## src/design/aluCfgPkg.sv

```systemverilog
package aluCfgPkg;

    // Operand and result width
    localparam int DATA_WIDTH = 32;

    // Low bits of operand B that give the shift or rotate amount
    localparam int SHIFT_WIDTH = 5;

    // Result entries held between issue stage and consumer
    localparam int RESULT_FIFO_DEPTH = 4;

    // One quotient bit per iteration
    localparam int DIV_STEPS = 32;

    // One root bit per iteration, two radicand bits consumed each time
    localparam int SQRT_STEPS = 16;

endpackage
```

## src/design/aluOpPkg.sv

```systemverilog
package aluOpPkg;

    typedef logic [aluCfgPkg::DATA_WIDTH-1:0] aluWord_t;
    typedef logic [aluCfgPkg::SHIFT_WIDTH-1:0] shiftAmount_t;

    // Bit 5 set selects the float group, which is not implemented
    typedef enum logic [5:0] {
        FN_ADD  = 6'b000000,
        FN_SUB  = 6'b000001,
        FN_MUL  = 6'b000010,
        FN_SQRT = 6'b000011,
        FN_DIV  = 6'b000100,
        FN_MOD  = 6'b000101,
        FN_SHL  = 6'b000110,
        FN_SHR  = 6'b000111,
        FN_ROL  = 6'b001000,
        FN_ROR  = 6'b001001,
        FN_EQ   = 6'b010000,
        FN_NE   = 6'b010001,
        FN_GT   = 6'b010010,
        FN_GE   = 6'b010011,
        FN_LT   = 6'b010100,
        FN_LE   = 6'b010101,
        FN_NOT  = 6'b011000,
        FN_AND  = 6'b011001,
        FN_OR   = 6'b011010,
        FN_XOR  = 6'b011011,
        FN_XNOR = 6'b011100
    } aluFunc_t;

    typedef struct packed {
        aluFunc_t func;
        aluWord_t operandA;
        aluWord_t operandB;
    } aluCmd_t;

    // Result tagged with the code of the command that produced it
    typedef struct packed {
        aluFunc_t func;
        aluWord_t result;
    } aluResult_t;

endpackage

```

## src/design/aluTop.sv

```systemverilog
module aluTop (
    input  logic                 Schreibsignal,
    input  logic                 i_reset,
    input  logic                 i_cmdValid,
    input  aluOpPkg::aluCmd_t    i_cmd,
    input  logic                 i_resReady,
    output logic                 o_cmdReady,
    output logic                 o_resValid,
    output aluOpPkg::aluResult_t o_res
);
    import aluOpPkg::*;

    // Issue stage output slot into the result buffer
    logic issueValid;
    logic issueReady;
    aluResult_t issueResult;

    aluIssue aluIssue_i (
        .Schreibsignal (Schreibsignal),
        .i_reset       (i_reset),
        .i_cmdValid    (i_cmdValid),
        .i_cmd         (i_cmd),
        .i_resReady    (issueReady),
        .o_cmdReady    (o_cmdReady),
        .o_resValid    (issueValid),
        .o_res         (issueResult)
    );

    resultFifo resultFifo_i (
        .Schreibsignal (Schreibsignal),
        .i_reset       (i_reset),
        .i_wrValid     (issueValid),
        .i_wrData      (issueResult),
        .i_rdReady     (i_resReady),
        .o_wrReady     (issueReady),
        .o_rdValid     (o_resValid),
        .o_rdData      (o_res)
    );

endmodule

```

## src/design/resultFifo.sv

```systemverilog
module resultFifo (
    input  logic                 Schreibsignal,
    input  logic                 i_reset,
    input  logic                 i_wrValid,
    input  aluOpPkg::aluResult_t i_wrData,
    input  logic                 i_rdReady,
    output logic                 o_wrReady,
    output logic                 o_rdValid,
    output aluOpPkg::aluResult_t o_rdData
);
    import aluCfgPkg::*;
    import aluOpPkg::*;

    aluResult_t entries [RESULT_FIFO_DEPTH];
    logic [$clog2(RESULT_FIFO_DEPTH)-1:0] wrPtr;
    logic [$clog2(RESULT_FIFO_DEPTH)-1:0] rdPtr;
    logic [$clog2(RESULT_FIFO_DEPTH+1)-1:0] count;
    logic doWrite;
    logic doRead;

    // Head entry is visible without a read request
    assign o_rdValid = (count != '0);
    assign o_rdData = entries[rdPtr];
    // A full buffer still takes a write when the head leaves in the same cycle
    assign o_wrReady = (count != RESULT_FIFO_DEPTH) || i_rdReady;
    assign doWrite = i_wrValid && o_wrReady;
    assign doRead = o_rdValid && i_rdReady;

    always_ff @(posedge Schreibsignal) begin
        if (i_reset) begin
            wrPtr <= '0;
            rdPtr <= '0;
            count <= '0;
        end else begin
            if (doWrite) begin
                wrPtr <= (wrPtr == RESULT_FIFO_DEPTH - 1) ? '0 : wrPtr + 1'b1;
            end
            if (doRead) begin
                rdPtr <= (rdPtr == RESULT_FIFO_DEPTH - 1) ? '0 : rdPtr + 1'b1;
            end
            case ({doWrite, doRead})
                2'b10:   count <= count + 1'b1;
                2'b01:   count <= count - 1'b1;
                default: count <= count;
            endcase
        end
    end

    always_ff @(posedge Schreibsignal) begin
        if (doWrite) begin
            entries[wrPtr] <= i_wrData;
        end
    end

endmodule

```

## src/design/aluIssue.sv

```systemverilog
module aluIssue (
    input  logic                 Schreibsignal,
    input  logic                 i_reset,
    input  logic                 i_cmdValid,
    input  aluOpPkg::aluCmd_t    i_cmd,
    input  logic                 i_resReady,
    output logic                 o_cmdReady,
    output logic                 o_resValid,
    output aluOpPkg::aluResult_t o_res
);
    import aluOpPkg::*;

    typedef enum logic [1:0] {
        ISSUE_IDLE,
        ISSUE_WAIT_DIV,
        ISSUE_WAIT_SQRT
    } issueState_t;

    issueState_t state;
    aluCmd_t cmdReg;
    logic cmdAccept;
    logic isDivCmd;
    logic isSqrtCmd;
    logic divStart;
    logic divDone;
    logic sqrtStart;
    logic sqrtDone;
    aluWord_t simpleResult;
    aluWord_t quotient;
    aluWord_t remainder;
    aluWord_t root;

    // Take a command only when idle and the slot frees up this cycle
    assign o_cmdReady = (state == ISSUE_IDLE) && (!o_resValid || i_resReady);
    assign cmdAccept = i_cmdValid && o_cmdReady;
    assign isDivCmd = (i_cmd.func == FN_DIV) || (i_cmd.func == FN_MOD);
    assign isSqrtCmd = (i_cmd.func == FN_SQRT);

    always_ff @(posedge Schreibsignal) begin
        if (i_reset) begin
            state <= ISSUE_IDLE;
            o_resValid <= 1'b0;
            divStart <= 1'b0;
            sqrtStart <= 1'b0;
        end else begin
            divStart <= 1'b0;
            sqrtStart <= 1'b0;
            if (o_resValid && i_resReady) begin
                o_resValid <= 1'b0;
            end
            case (state)
                ISSUE_IDLE: begin
                    if (cmdAccept && isDivCmd) begin
                        state <= ISSUE_WAIT_DIV;
                        divStart <= 1'b1;
                    end else if (cmdAccept && isSqrtCmd) begin
                        state <= ISSUE_WAIT_SQRT;
                        sqrtStart <= 1'b1;
                    end else if (cmdAccept) begin
                        o_resValid <= 1'b1;
                    end
                end
                ISSUE_WAIT_DIV: begin
                    if (divDone) begin
                        state <= ISSUE_IDLE;
                        o_resValid <= 1'b1;
                    end
                end
                ISSUE_WAIT_SQRT: begin
                    if (sqrtDone) begin
                        state <= ISSUE_IDLE;
                        o_resValid <= 1'b1;
                    end
                end
                default: state <= ISSUE_IDLE;
            endcase
        end
    end

    // Command and output slot payload
    always_ff @(posedge Schreibsignal) begin
        if (cmdAccept) begin
            cmdReg <= i_cmd;
        end
        if (cmdAccept && !isDivCmd && !isSqrtCmd) begin
            o_res <= '{func: i_cmd.func, result: simpleResult};
        end else if (divDone) begin
            o_res <= '{func: cmdReg.func,
                       result: (cmdReg.func == FN_MOD) ? remainder : quotient};
        end else if (sqrtDone) begin
            o_res <= '{func: cmdReg.func, result: root};
        end
    end

    simpleAlu simpleAlu_i (
        .i_func     (i_cmd.func),
        .i_operandA (i_cmd.operandA),
        .i_operandB (i_cmd.operandB),
        .o_result   (simpleResult)
    );

    // Long units read the latched command
    serialDivider serialDivider_i (
        .Schreibsignal (Schreibsignal),
        .i_reset       (i_reset),
        .i_start       (divStart),
        .i_dividend    (cmdReg.operandA),
        .i_divisor     (cmdReg.operandB),
        .o_done        (divDone),
        .o_quotient    (quotient),
        .o_remainder   (remainder)
    );

    intSqrt intSqrt_i (
        .Schreibsignal (Schreibsignal),
        .i_reset       (i_reset),
        .i_start       (sqrtStart),
        .i_radicand    (cmdReg.operandA),
        .o_done        (sqrtDone),
        .o_root        (root)
    );

endmodule

```

## src/design/intSqrt.sv

```systemverilog
module intSqrt (
    input  logic               Schreibsignal,
    input  logic               i_reset,
    input  logic               i_start,
    input  aluOpPkg::aluWord_t i_radicand,
    output logic               o_done,
    output aluOpPkg::aluWord_t o_root
);
    import aluCfgPkg::*;
    import aluOpPkg::*;

    typedef enum logic [1:0] {
        SQRT_IDLE,
        SQRT_RUN,
        SQRT_DONE
    } sqrtState_t;

    sqrtState_t state;
    logic [$clog2(SQRT_STEPS)-1:0] stepCount;
    aluWord_t radicand;
    logic [SQRT_STEPS-1:0] root;
    logic [SQRT_STEPS+1:0] partial;
    logic [SQRT_STEPS+1:0] shiftedPartial;
    logic [SQRT_STEPS+1:0] trial;

    // Bring down the next digit pair and try root*4+1
    assign shiftedPartial = {partial[SQRT_STEPS-1:0], radicand[DATA_WIDTH-1 -: 2]};
    assign trial = {root, 2'b01};

    always_ff @(posedge Schreibsignal) begin
        if (i_reset) begin
            state <= SQRT_IDLE;
            stepCount <= '0;
        end else begin
            case (state)
                SQRT_IDLE: begin
                    stepCount <= '0;
                    if (i_start) begin
                        state <= SQRT_RUN;
                    end
                end
                SQRT_RUN: begin
                    stepCount <= stepCount + 1'b1;
                    if (stepCount == SQRT_STEPS - 1) begin
                        state <= SQRT_DONE;
                    end
                end
                default: state <= SQRT_IDLE;
            endcase
        end
    end

    always_ff @(posedge Schreibsignal) begin
        if (state == SQRT_IDLE && i_start) begin
            radicand <= i_radicand;
            root <= '0;
            partial <= '0;
        end else if (state == SQRT_RUN) begin
            radicand <= radicand << 2;
            if (shiftedPartial >= trial) begin
                partial <= shiftedPartial - trial;
                root <= {root[SQRT_STEPS-2:0], 1'b1};
            end else begin
                partial <= shiftedPartial;
                root <= {root[SQRT_STEPS-2:0], 1'b0};
            end
        end
    end

    assign o_done = (state == SQRT_DONE);
    assign o_root = aluWord_t'(root);

endmodule

```

## src/design/serialDivider.sv

```systemverilog
module serialDivider (
    input  logic               Schreibsignal,
    input  logic               i_reset,
    input  logic               i_start,
    input  aluOpPkg::aluWord_t i_dividend,
    input  aluOpPkg::aluWord_t i_divisor,
    output logic               o_done,
    output aluOpPkg::aluWord_t o_quotient,
    output aluOpPkg::aluWord_t o_remainder
);
    import aluCfgPkg::*;
    import aluOpPkg::*;

    typedef enum logic [1:0] {
        DIV_IDLE,
        DIV_RUN,
        DIV_DONE
    } divState_t;

    divState_t state;
    logic [$clog2(DIV_STEPS)-1:0] stepCount;
    aluWord_t quotient;
    aluWord_t remainder;
    aluWord_t divisor;
    logic [DATA_WIDTH:0] shifted;
    logic [DATA_WIDTH:0] difference;

    // Next dividend bit moves from the quotient register into the remainder
    assign shifted = {remainder, quotient[DATA_WIDTH-1]};
    assign difference = shifted - {1'b0, divisor};

    always_ff @(posedge Schreibsignal) begin
        if (i_reset) begin
            state <= DIV_IDLE;
            stepCount <= '0;
        end else begin
            case (state)
                DIV_IDLE: begin
                    stepCount <= '0;
                    if (i_start) begin
                        state <= DIV_RUN;
                    end
                end
                DIV_RUN: begin
                    stepCount <= stepCount + 1'b1;
                    if (stepCount == DIV_STEPS - 1) begin
                        state <= DIV_DONE;
                    end
                end
                default: state <= DIV_IDLE;
            endcase
        end
    end

    // Zero divisor always subtracts, so all ones and the dividend fall out
    always_ff @(posedge Schreibsignal) begin
        if (state == DIV_IDLE && i_start) begin
            quotient <= i_dividend;
            remainder <= '0;
            divisor <= i_divisor;
        end else if (state == DIV_RUN) begin
            if (shifted >= {1'b0, divisor}) begin
                remainder <= difference[DATA_WIDTH-1:0];
                quotient <= {quotient[DATA_WIDTH-2:0], 1'b1};
            end else begin
                remainder <= shifted[DATA_WIDTH-1:0];
                quotient <= {quotient[DATA_WIDTH-2:0], 1'b0};
            end
        end
    end

    assign o_done = (state == DIV_DONE);
    assign o_quotient = quotient;
    assign o_remainder = remainder;

endmodule

```

## src/design/simpleAlu.sv

```systemverilog
module simpleAlu (
    input  aluOpPkg::aluFunc_t i_func,
    input  aluOpPkg::aluWord_t i_operandA,
    input  aluOpPkg::aluWord_t i_operandB,
    output aluOpPkg::aluWord_t o_result
);
    import aluCfgPkg::*;
    import aluOpPkg::*;

    shiftAmount_t shiftAmount;
    aluWord_t rotLeft;
    aluWord_t rotRight;

    assign shiftAmount = i_operandB[SHIFT_WIDTH-1:0];

    // Rotation from two opposite shifts
    // Amount 0 makes the second shift cover the full width and vanish
    assign rotLeft = (i_operandA << shiftAmount)
                   | (i_operandA >> (DATA_WIDTH - shiftAmount));
    assign rotRight = (i_operandA >> shiftAmount)
                    | (i_operandA << (DATA_WIDTH - shiftAmount));

    always_comb begin
        case (i_func)
            // Arithmetic wraps, multiply keeps the low word
            FN_ADD:  o_result = i_operandA + i_operandB;
            FN_SUB:  o_result = i_operandA - i_operandB;
            FN_MUL:  o_result = i_operandA * i_operandB;

            // Shifts and rotates
            FN_SHL:  o_result = i_operandA << shiftAmount;
            FN_SHR:  o_result = i_operandA >> shiftAmount;
            FN_ROL:  o_result = rotLeft;
            FN_ROR:  o_result = rotRight;

            // Unsigned compares give 1 or 0
            FN_EQ:   o_result = aluWord_t'(i_operandA == i_operandB);
            FN_NE:   o_result = aluWord_t'(i_operandA != i_operandB);
            FN_GT:   o_result = aluWord_t'(i_operandA > i_operandB);
            FN_GE:   o_result = aluWord_t'(i_operandA >= i_operandB);
            FN_LT:   o_result = aluWord_t'(i_operandA < i_operandB);
            FN_LE:   o_result = aluWord_t'(i_operandA <= i_operandB);

            // Bitwise
            FN_NOT:  o_result = ~i_operandA;
            FN_AND:  o_result = i_operandA & i_operandB;
            FN_OR:   o_result = i_operandA | i_operandB;
            FN_XOR:  o_result = i_operandA ^ i_operandB;
            FN_XNOR: o_result = i_operandA ~^ i_operandB;

            // Multi-cycle codes, undefined codes and the float group
            default: o_result = '0;
        endcase
    end

endmodule

```

## config.mk

```make
export PLATFORM = sky130hd
export DESIGN_NAME = aluTop
export DESIGN_NICKNAME = d
export VERILOG_FILES = /design/src/design/aluCfgPkg.sv /design/src/design/aluOpPkg.sv /design/src/design/aluTop.sv /design/src/design/resultFifo.sv /design/src/design/aluIssue.sv /design/src/design/intSqrt.sv /design/src/design/serialDivider.sv /design/src/design/simpleAlu.sv
export SDC_FILE = /design/constraint.sdc
export NUM_CORES = 2
export LEC_CHECK = 0
export BUFFER_PORTS_ARGS = -buffer_cell sky130_fd_sc_hd__buf_2
export CAP_MARGIN = 20
export CELL_PAD_IN_SITES_DETAIL_PLACEMENT = 1
export CELL_PAD_IN_SITES_GLOBAL_PLACEMENT = 2
export CORE_UTILIZATION = 42
export DETAILED_ROUTE_END_ITERATION = 6
export PLACE_DENSITY = 0.87
export SYNTH_ARGS = -nofsm -noshare
export SYNTH_HDL_FRONTEND = slang
export SYNTH_SLANG_ARGS = --single-unit
```

## constraint.sdc

```tcl
create_clock -name Schreibsignal -period 10.91 [get_ports Schreibsignal]
set_input_delay 1.091 -clock Schreibsignal [delete_from_list [all_inputs] [get_ports Schreibsignal]]
set_output_delay 1.091 -clock Schreibsignal [all_outputs]
set_load 0.01 [all_outputs]
```

======== Word-level counts from Yosys, hierarchy flattened ========
Memories as Yosys holds them, arrays and structs flattened. A register that Yosys moved wholly into a read port is not among the register bits.
Cells that the tools add are included.
word-level totals
  input bits .............................. 74
  word-level logic and storage cells ...... 170
  bits in writable memories ............... 152
  register bits ........................... 293
  memories kept ........................... 1
  output and inout port bits .............. 40
memories
  memory                words  width  read ports  clocked after memory_dff  write ports  RTL line          text
  resultFifo_i.entries  4      38     1           1                         1            resultFifo.sv:14  aluResult_t entries [RESULT_FIFO_DEPTH];
cells by class
  shift operators ......................... 4
  $mul .................................... 1
  magnitude comparators ................... 6
  $add $sub $neg .......................... 11
  eq/ne operators ......................... 43
  reduce and logical (&&, ||, !) cells .... 32
  muxes and demuxes ....................... 42
  bitwise gates (word level) .............. 8
operators with widths
  cell                                                                   count
  32-bit one-hot mux with 18 select lines                                1
  32-bit 2-to-1 mux                                                      6
  38-bit 2-to-1 mux                                                      3
  32-bit OR                                                              3
  6-bit by 5-bit equality test with 1-bit output, second input constant  11
  32-bit subtractor                                                      2
  33-bit by 32-bit greater-or-equal comparator with 1-bit output         1
  32-bit adder                                                           1
  32-bit bitwise AND                                                     1
  32-bit equality test                                                   1
  32-bit greater-or-equal comparator                                     1
  32-bit > comparator                                                    1
  32-bit <= comparator                                                   1
  32-bit < comparator                                                    1
  32-bit by 32-bit multiplier with 32-bit output                         1
  32-bit != test                                                         1
  32-bit inverter                                                        1
  32-bit by 32-bit << shifter with 32-bit output                         1
  32-bit by 5-bit << shifter with 32-bit output                          1
  32-bit by 32-bit >> shifter with 32-bit output                         1
  32-bit by 5-bit >> shifter with 32-bit output                          1
  32-bit XNOR                                                            1
  32-bit bitwise XOR                                                     1
  6-bit by 3-bit equality test with 1-bit output, second input constant  5
  other kinds (39)                                                       99

======== Logic depth before layout (Yosys ltp) ========
  depth in word-level cells ............... 9
  gate-level depth with buffers ........... 32
  depth with buffers taken out ............ 27

======== Modules after synthesis ========
Synthesis repeated with hierarchy kept, for this count alone.
unflattened totals
  cells, all modules ...................... 5,124
  area total of the unflattened synthesis .. 47,129.0 µm²
modules (own cells, without submodules)
  module         seq. area each (µm²)  times used  cells an instance  area each (µm²)
  simpleAlu      0.0                   1           3,582              26,746.9
  resultFifo     4,744.6               1           250                5,949.5
  serialDivider  2,702.6               1           553                5,724.2
  aluIssue       3,343.2               1           342                4,814.6
  intSqrt        1,721.7               1           397                3,893.7

======== Worst setup path after synthesis ========
Ideal clock, no wire load.
  kind .................................... in2reg
  from .................................... input port i_cmd[2] (netlist bit)
  to ...................................... register aluIssue_i.o_res[31] (netlist bit), data pin
  arrival ................................. 8.542 ns
  slack ................................... 2.103 ns
  cell stages on the path ................. 28
  path buffers ............................ 5
  path through ............................ buf_2 buf_2 inv_2 buf_2 clkbuf_1 buf_1 nor2_1 fa_1 fa_1 fa_1 inv_1 fa_1 inv_1 fa_1 fa_1 fa_1 fa_1 ha_1 a21o_1 a21o_1 a21oi_1 o21ai_0 a21o_1 a31o_2 a31oi_1 mux2i_1 a211oi_1 a31oi_1
on the way
  longest elaborated chain between the ends .. 5
  elaborated cells on any way between the ends .. 12
  those cells by class .................... add/sub: 3; mul: 1; shift: 4; mux: 2; bitwise: 2
RTL lines
  element                                                                                                 RTL line         text
  start, declared                                                                                         aluTop.sv:5      input aluOpPkg::aluCmd_t i_cmd,
  parallel branches: the longest is 3 deep, another holds 32-bit by 32-bit multiplier with 32-bit output  n/a
  32-bit one-hot mux with 18 select lines (*)                                                             simpleAlu.sv:24  case (i_func)
  38-bit 2-to-1 mux (*)                                                                                   aluIssue.sv:85   if (cmdAccept && !isDivCmd && !isSqrtCmd) begin
  end signal, assigned                                                                                    aluIssue.sv:86   o_res <= '{func: i_cmd.func, result: simpleResult};
  end signal, assigned                                                                                    aluIssue.sv:88   o_res <= '{func: cmdReg.func,
  end signal, assigned                                                                                    aluIssue.sv:91   o_res <= '{func: cmdReg.func, result: root};
  end, declared                                                                                           aluIssue.sv:9    output aluOpPkg::aluResult_t o_res
Every way passes the cells marked *.
A chain may end at the register's enable or synchronous reset.

======== Worst setup path after layout ========
  from .................................... input port i_cmd[6] (netlist bit)
  to ...................................... register aluIssue_i.o_res[27] (netlist bit), data pin
on the way
  longest elaborated chain between the ends .. 3
  elaborated cells on any way between the ends .. 5
  those cells by class .................... add/sub: 2; mul: 1; mux: 2
RTL lines
  element                                                                       RTL line         text
  32-bit by 32-bit multiplier with 32-bit output, or another cell as far along  simpleAlu.sv:28  FN_MUL: o_result = i_operandA * i_operandB;
  32-bit one-hot mux with 18 select lines (*)                                   simpleAlu.sv:24
  38-bit 2-to-1 mux (*)                                                         aluIssue.sv:85
Every way passes the cells marked *; elsewhere a longest branch is shown, timed or not.

==> flow_metrics.tcl <==
set metrics [dict create \
    asyncSetResetFlopFracSynth_pct 0 \
    grt_overflow_total 0 \
    synth_seq_area_share_pct 26.7 \
    fp.dieW_um 336 \
    most_frequent_cells_in_the_layout "sky130_fd_sc_hd__nor2_1, sky130_fd_sc_hd__nand2_1, sky130_fd_sc_hd__inv_1, sky130_fd_sc_hd__fa_1, sky130_fd_sc_hd__edfxtp_1" \
    via_per_inst 6.41 \
    synth_ff_type "sky130_fd_sc_hd__edfxtp_1" \
    grt_util_all_layers_pct 38.5 \
    setup_total_negative_slack_ns 0 \
    totalWireLength_um 219000 \
    drc 0 \
    area_growth_syn_to_layout_pct 7.80 \
    synth_nets 5775 \
    placementRows 122 \
    ctsRootBufferMaster "sky130_fd_sc_hd__clkbuf_16" \
    cp_max_fo 17 \
    sequential_cell_area_um2 12500 \
    layout_cells_sized_above_1_pct 11.3 \
    synth_enable_flop_cells 356 \
    core_um2 111000 \
    hold_class "reg2reg" \
    drt-pass1-iter-count 5 \
    layout_commonest_cell "sky130_fd_sc_hd__nor2_1" \
    critical_path.most_common_cell "sky130_fd_sc_hd__fa_1" \
    number_of_antenna_violations_at_the_first_check_in_global_routing 24 \
    final-hold-violation-count 0 \
    final.fill_count 12600 \
    vias_in_the_first_global_route 42700 \
    cells_after_synth 5005 \
    cts_htree_levels 2 \
    end_kind "flip-flop" \
    avgRoutedWirePerCell_um 33.6 \
    critical_path.slowest_cell "sky130_fd_sc_hd__fa_1" \
    post_syn_area_um2 46800 \
    timing.slew.headroom_pct 11.4 \
    detailedPlacementHpwl_um 167000 \
    vias 41700 \
    cts_inserted_buffers 47 \
    clock_edge_transition_at_the_registers_on_the_reported_setup_and_hold_paths_ns 0.07 \
    drv.max_cap_violation_count 0 \
    ratio_of_final_minimum_period_to_clock_period_pct 80.6 \
    final_period_minus_worst_setup_slack_ns 8.79 \
    start_util_pct 42.3 \
    worst_skew_pair.late_latency_ns 0.64 \
    critical_path.max_stage_delay_ns 0.56 \
    outcome "complete, no violations" \
    layout.nets 5729 \
    maximum_operating_frequency_ghz 0.114 \
    post_cts.resized_instances 0 \
    place_congestion 1.09 \
    worst-endpoint-arrival_ns 9.18 \
    finalSetupViolations 0 \
    multiInputGateArea_um2 30900 \
    io_buffer_count 113 \
    synth.avg_cell_area_um2 9.36 \
    max_slew.worst_pin.slew_ns 1.29 \
    clock_tree.buffer_depth 3 \
    clock-sinks 447 \
    rsz0062_at_grt "false" \
    count_of_synthesis_stage_warnings_from_yosys 0 \
    clock_skew_ns 0.0324 \
    io_count 114 \
    die_area_um2 113000 \
    critical_path_required_ns 11.30 \
    post_cts_hold_buffer_count 0 \
    synth_cell_type_count 104 \
    cpLargestDelayFamily "adder cells" \
    ant_nets 0 \
    grt_start_max_net_pins 62 \
    overall_die_height_um 336 \
    drt-initial-drc-count 4694 \
    grt_first_pass_wirelength_um 310000 \
    timing_max_transition_violations_final 0 \
    tritoncts "built" \
    critPathBufInv 7 \
    post_cts.repair.setup_buffers 0 \
    synth-seq-cells 447 \
    startpoint_type "input port" \
    critical_path_class "in2reg" \
]
## synth_stat cells (all sizes together), types with 88 or more instances
cell    instances  area share, %
nor2          590            4.7
inv           557            4.5
mux4           88            4.2
o21ai         243            2.6
nand2         554            4.5
dfxtp          91            3.9
buf           124            1.4
fa            412             18
a21oi         252            2.7
xnor2         102            1.9
edfxtp        356             23
mux2          107            2.6
clkbuf        195            1.6
ha            284            7.6
mux2i         164            3.5
## flip-flops by register name (all words and copies together) (netlist names), named ones only
name,flops
aluIssue_i.serialDivider_i.divisor,32
resultFifo_i.rdPtr,2
aluIssue_i.serialDivider_i.o_quotient,32
aluIssue_i.serialDivider_i.state,2
resultFifo_i.entries,152
aluIssue_i.state,2
aluIssue_i.o_res,38
aluIssue_i.divStart,1
aluIssue_i.serialDivider_i.stepCount,5
aluIssue_i.o_resValid,1
aluIssue_i.serialDivider_i.o_remainder,32
resultFifo_i.count,3
aluIssue_i.sqrtStart,1
aluIssue_i.intSqrt_i.radicand,32
aluIssue_i.intSqrt_i.root,16
aluIssue_i.cmdReg,70
aluIssue_i.intSqrt_i.stepCount,4
aluIssue_i.intSqrt_i.state,2
aluIssue_i.intSqrt_i.partial,16
resultFifo_i.wrPtr,2
## worst paths after layout
| path | from | cells past startpoint | slack [ns] | endpoint |
|---|---|---|---|---|
| worst max-delay path | i_cmd[6] | 27 | 2.12 | aluIssue_i.o_res[27]$_DFFE_PP_ |
| worst min-delay path | aluIssue_i.cmdReg[18]$_DFFE_PP_ | 0 | 0.43 | aluIssue_i.serialDivider_i.divisor[18]$_DFFE_PP_ |
| worst max register to register | aluIssue_i.state[1]$_SDFFE_PP0P_ | 14 | 6.08 | aluIssue_i.o_res[30]$_DFFE_PP_ |
| worst min register to register | aluIssue_i.cmdReg[18]$_DFFE_PP_ | 0 | 0.43 | aluIssue_i.serialDivider_i.divisor[18]$_DFFE_PP_ |
## cells by family after synthesis
| family | after synthesis | synth area share, % |
|---|---|---|
| AOI/OAI and AO/OA | 1031 | 14.4 |
| DFF | 447 | 26.7 |
| adders and majority gates | 696 | 25.2 |
| and+or+nand+nor | 1444 | 13.2 |
| buffers and inverters | 891 | 7.56 |
| xor gates and xnor gates | 137 | 2.62 |
| muxes | 359 | 10.3 |
## per-stage QoR
stage / util [%] / cells / setup slack, ns / hold WS (ns) / cell area (µm²)
2_1_floorplan: - / 5005 / 2.10 / 0.400 / 46800
3_3_place_gp: 44.1 / 6393 / 1.86 / 0.402 / 48800
3_5_place_dp: 44.1 / 6396 / 1.71 / 0.407 / 48800
4_1_cts: 45.5 / 6483 / 2.29 / 0.422 / 50400
5_1_grt: 45.6 / 6485 / 1.87 / 0.427 / 50400
6_report: 45.6 / 6501 / 2.12 / 0.425 / 50500
## layout make-up
cell class | count | area share [%]
well taps | 1488 | 3.69
clock buffers | 62 | 2.52
multi-input cells | 3667 | 61.2
flip-flops and latches | 447 | 24.8
inverters | 572 | 4.26
clock inverters | 25 | 0.573
repair buffers | 224 | 2.94
diodes | 16 | 0.0793
## routing by layer
layer,GRT usage (%),wire (µm)
met5,0,69
met1,49.6,85300
met2,60.1,97200
met4,22.0,14300
met3,8.17,21700
Power is not shown: default switching activity piles up to over one toggle a cycle in this logic, so the estimate is an artifact.
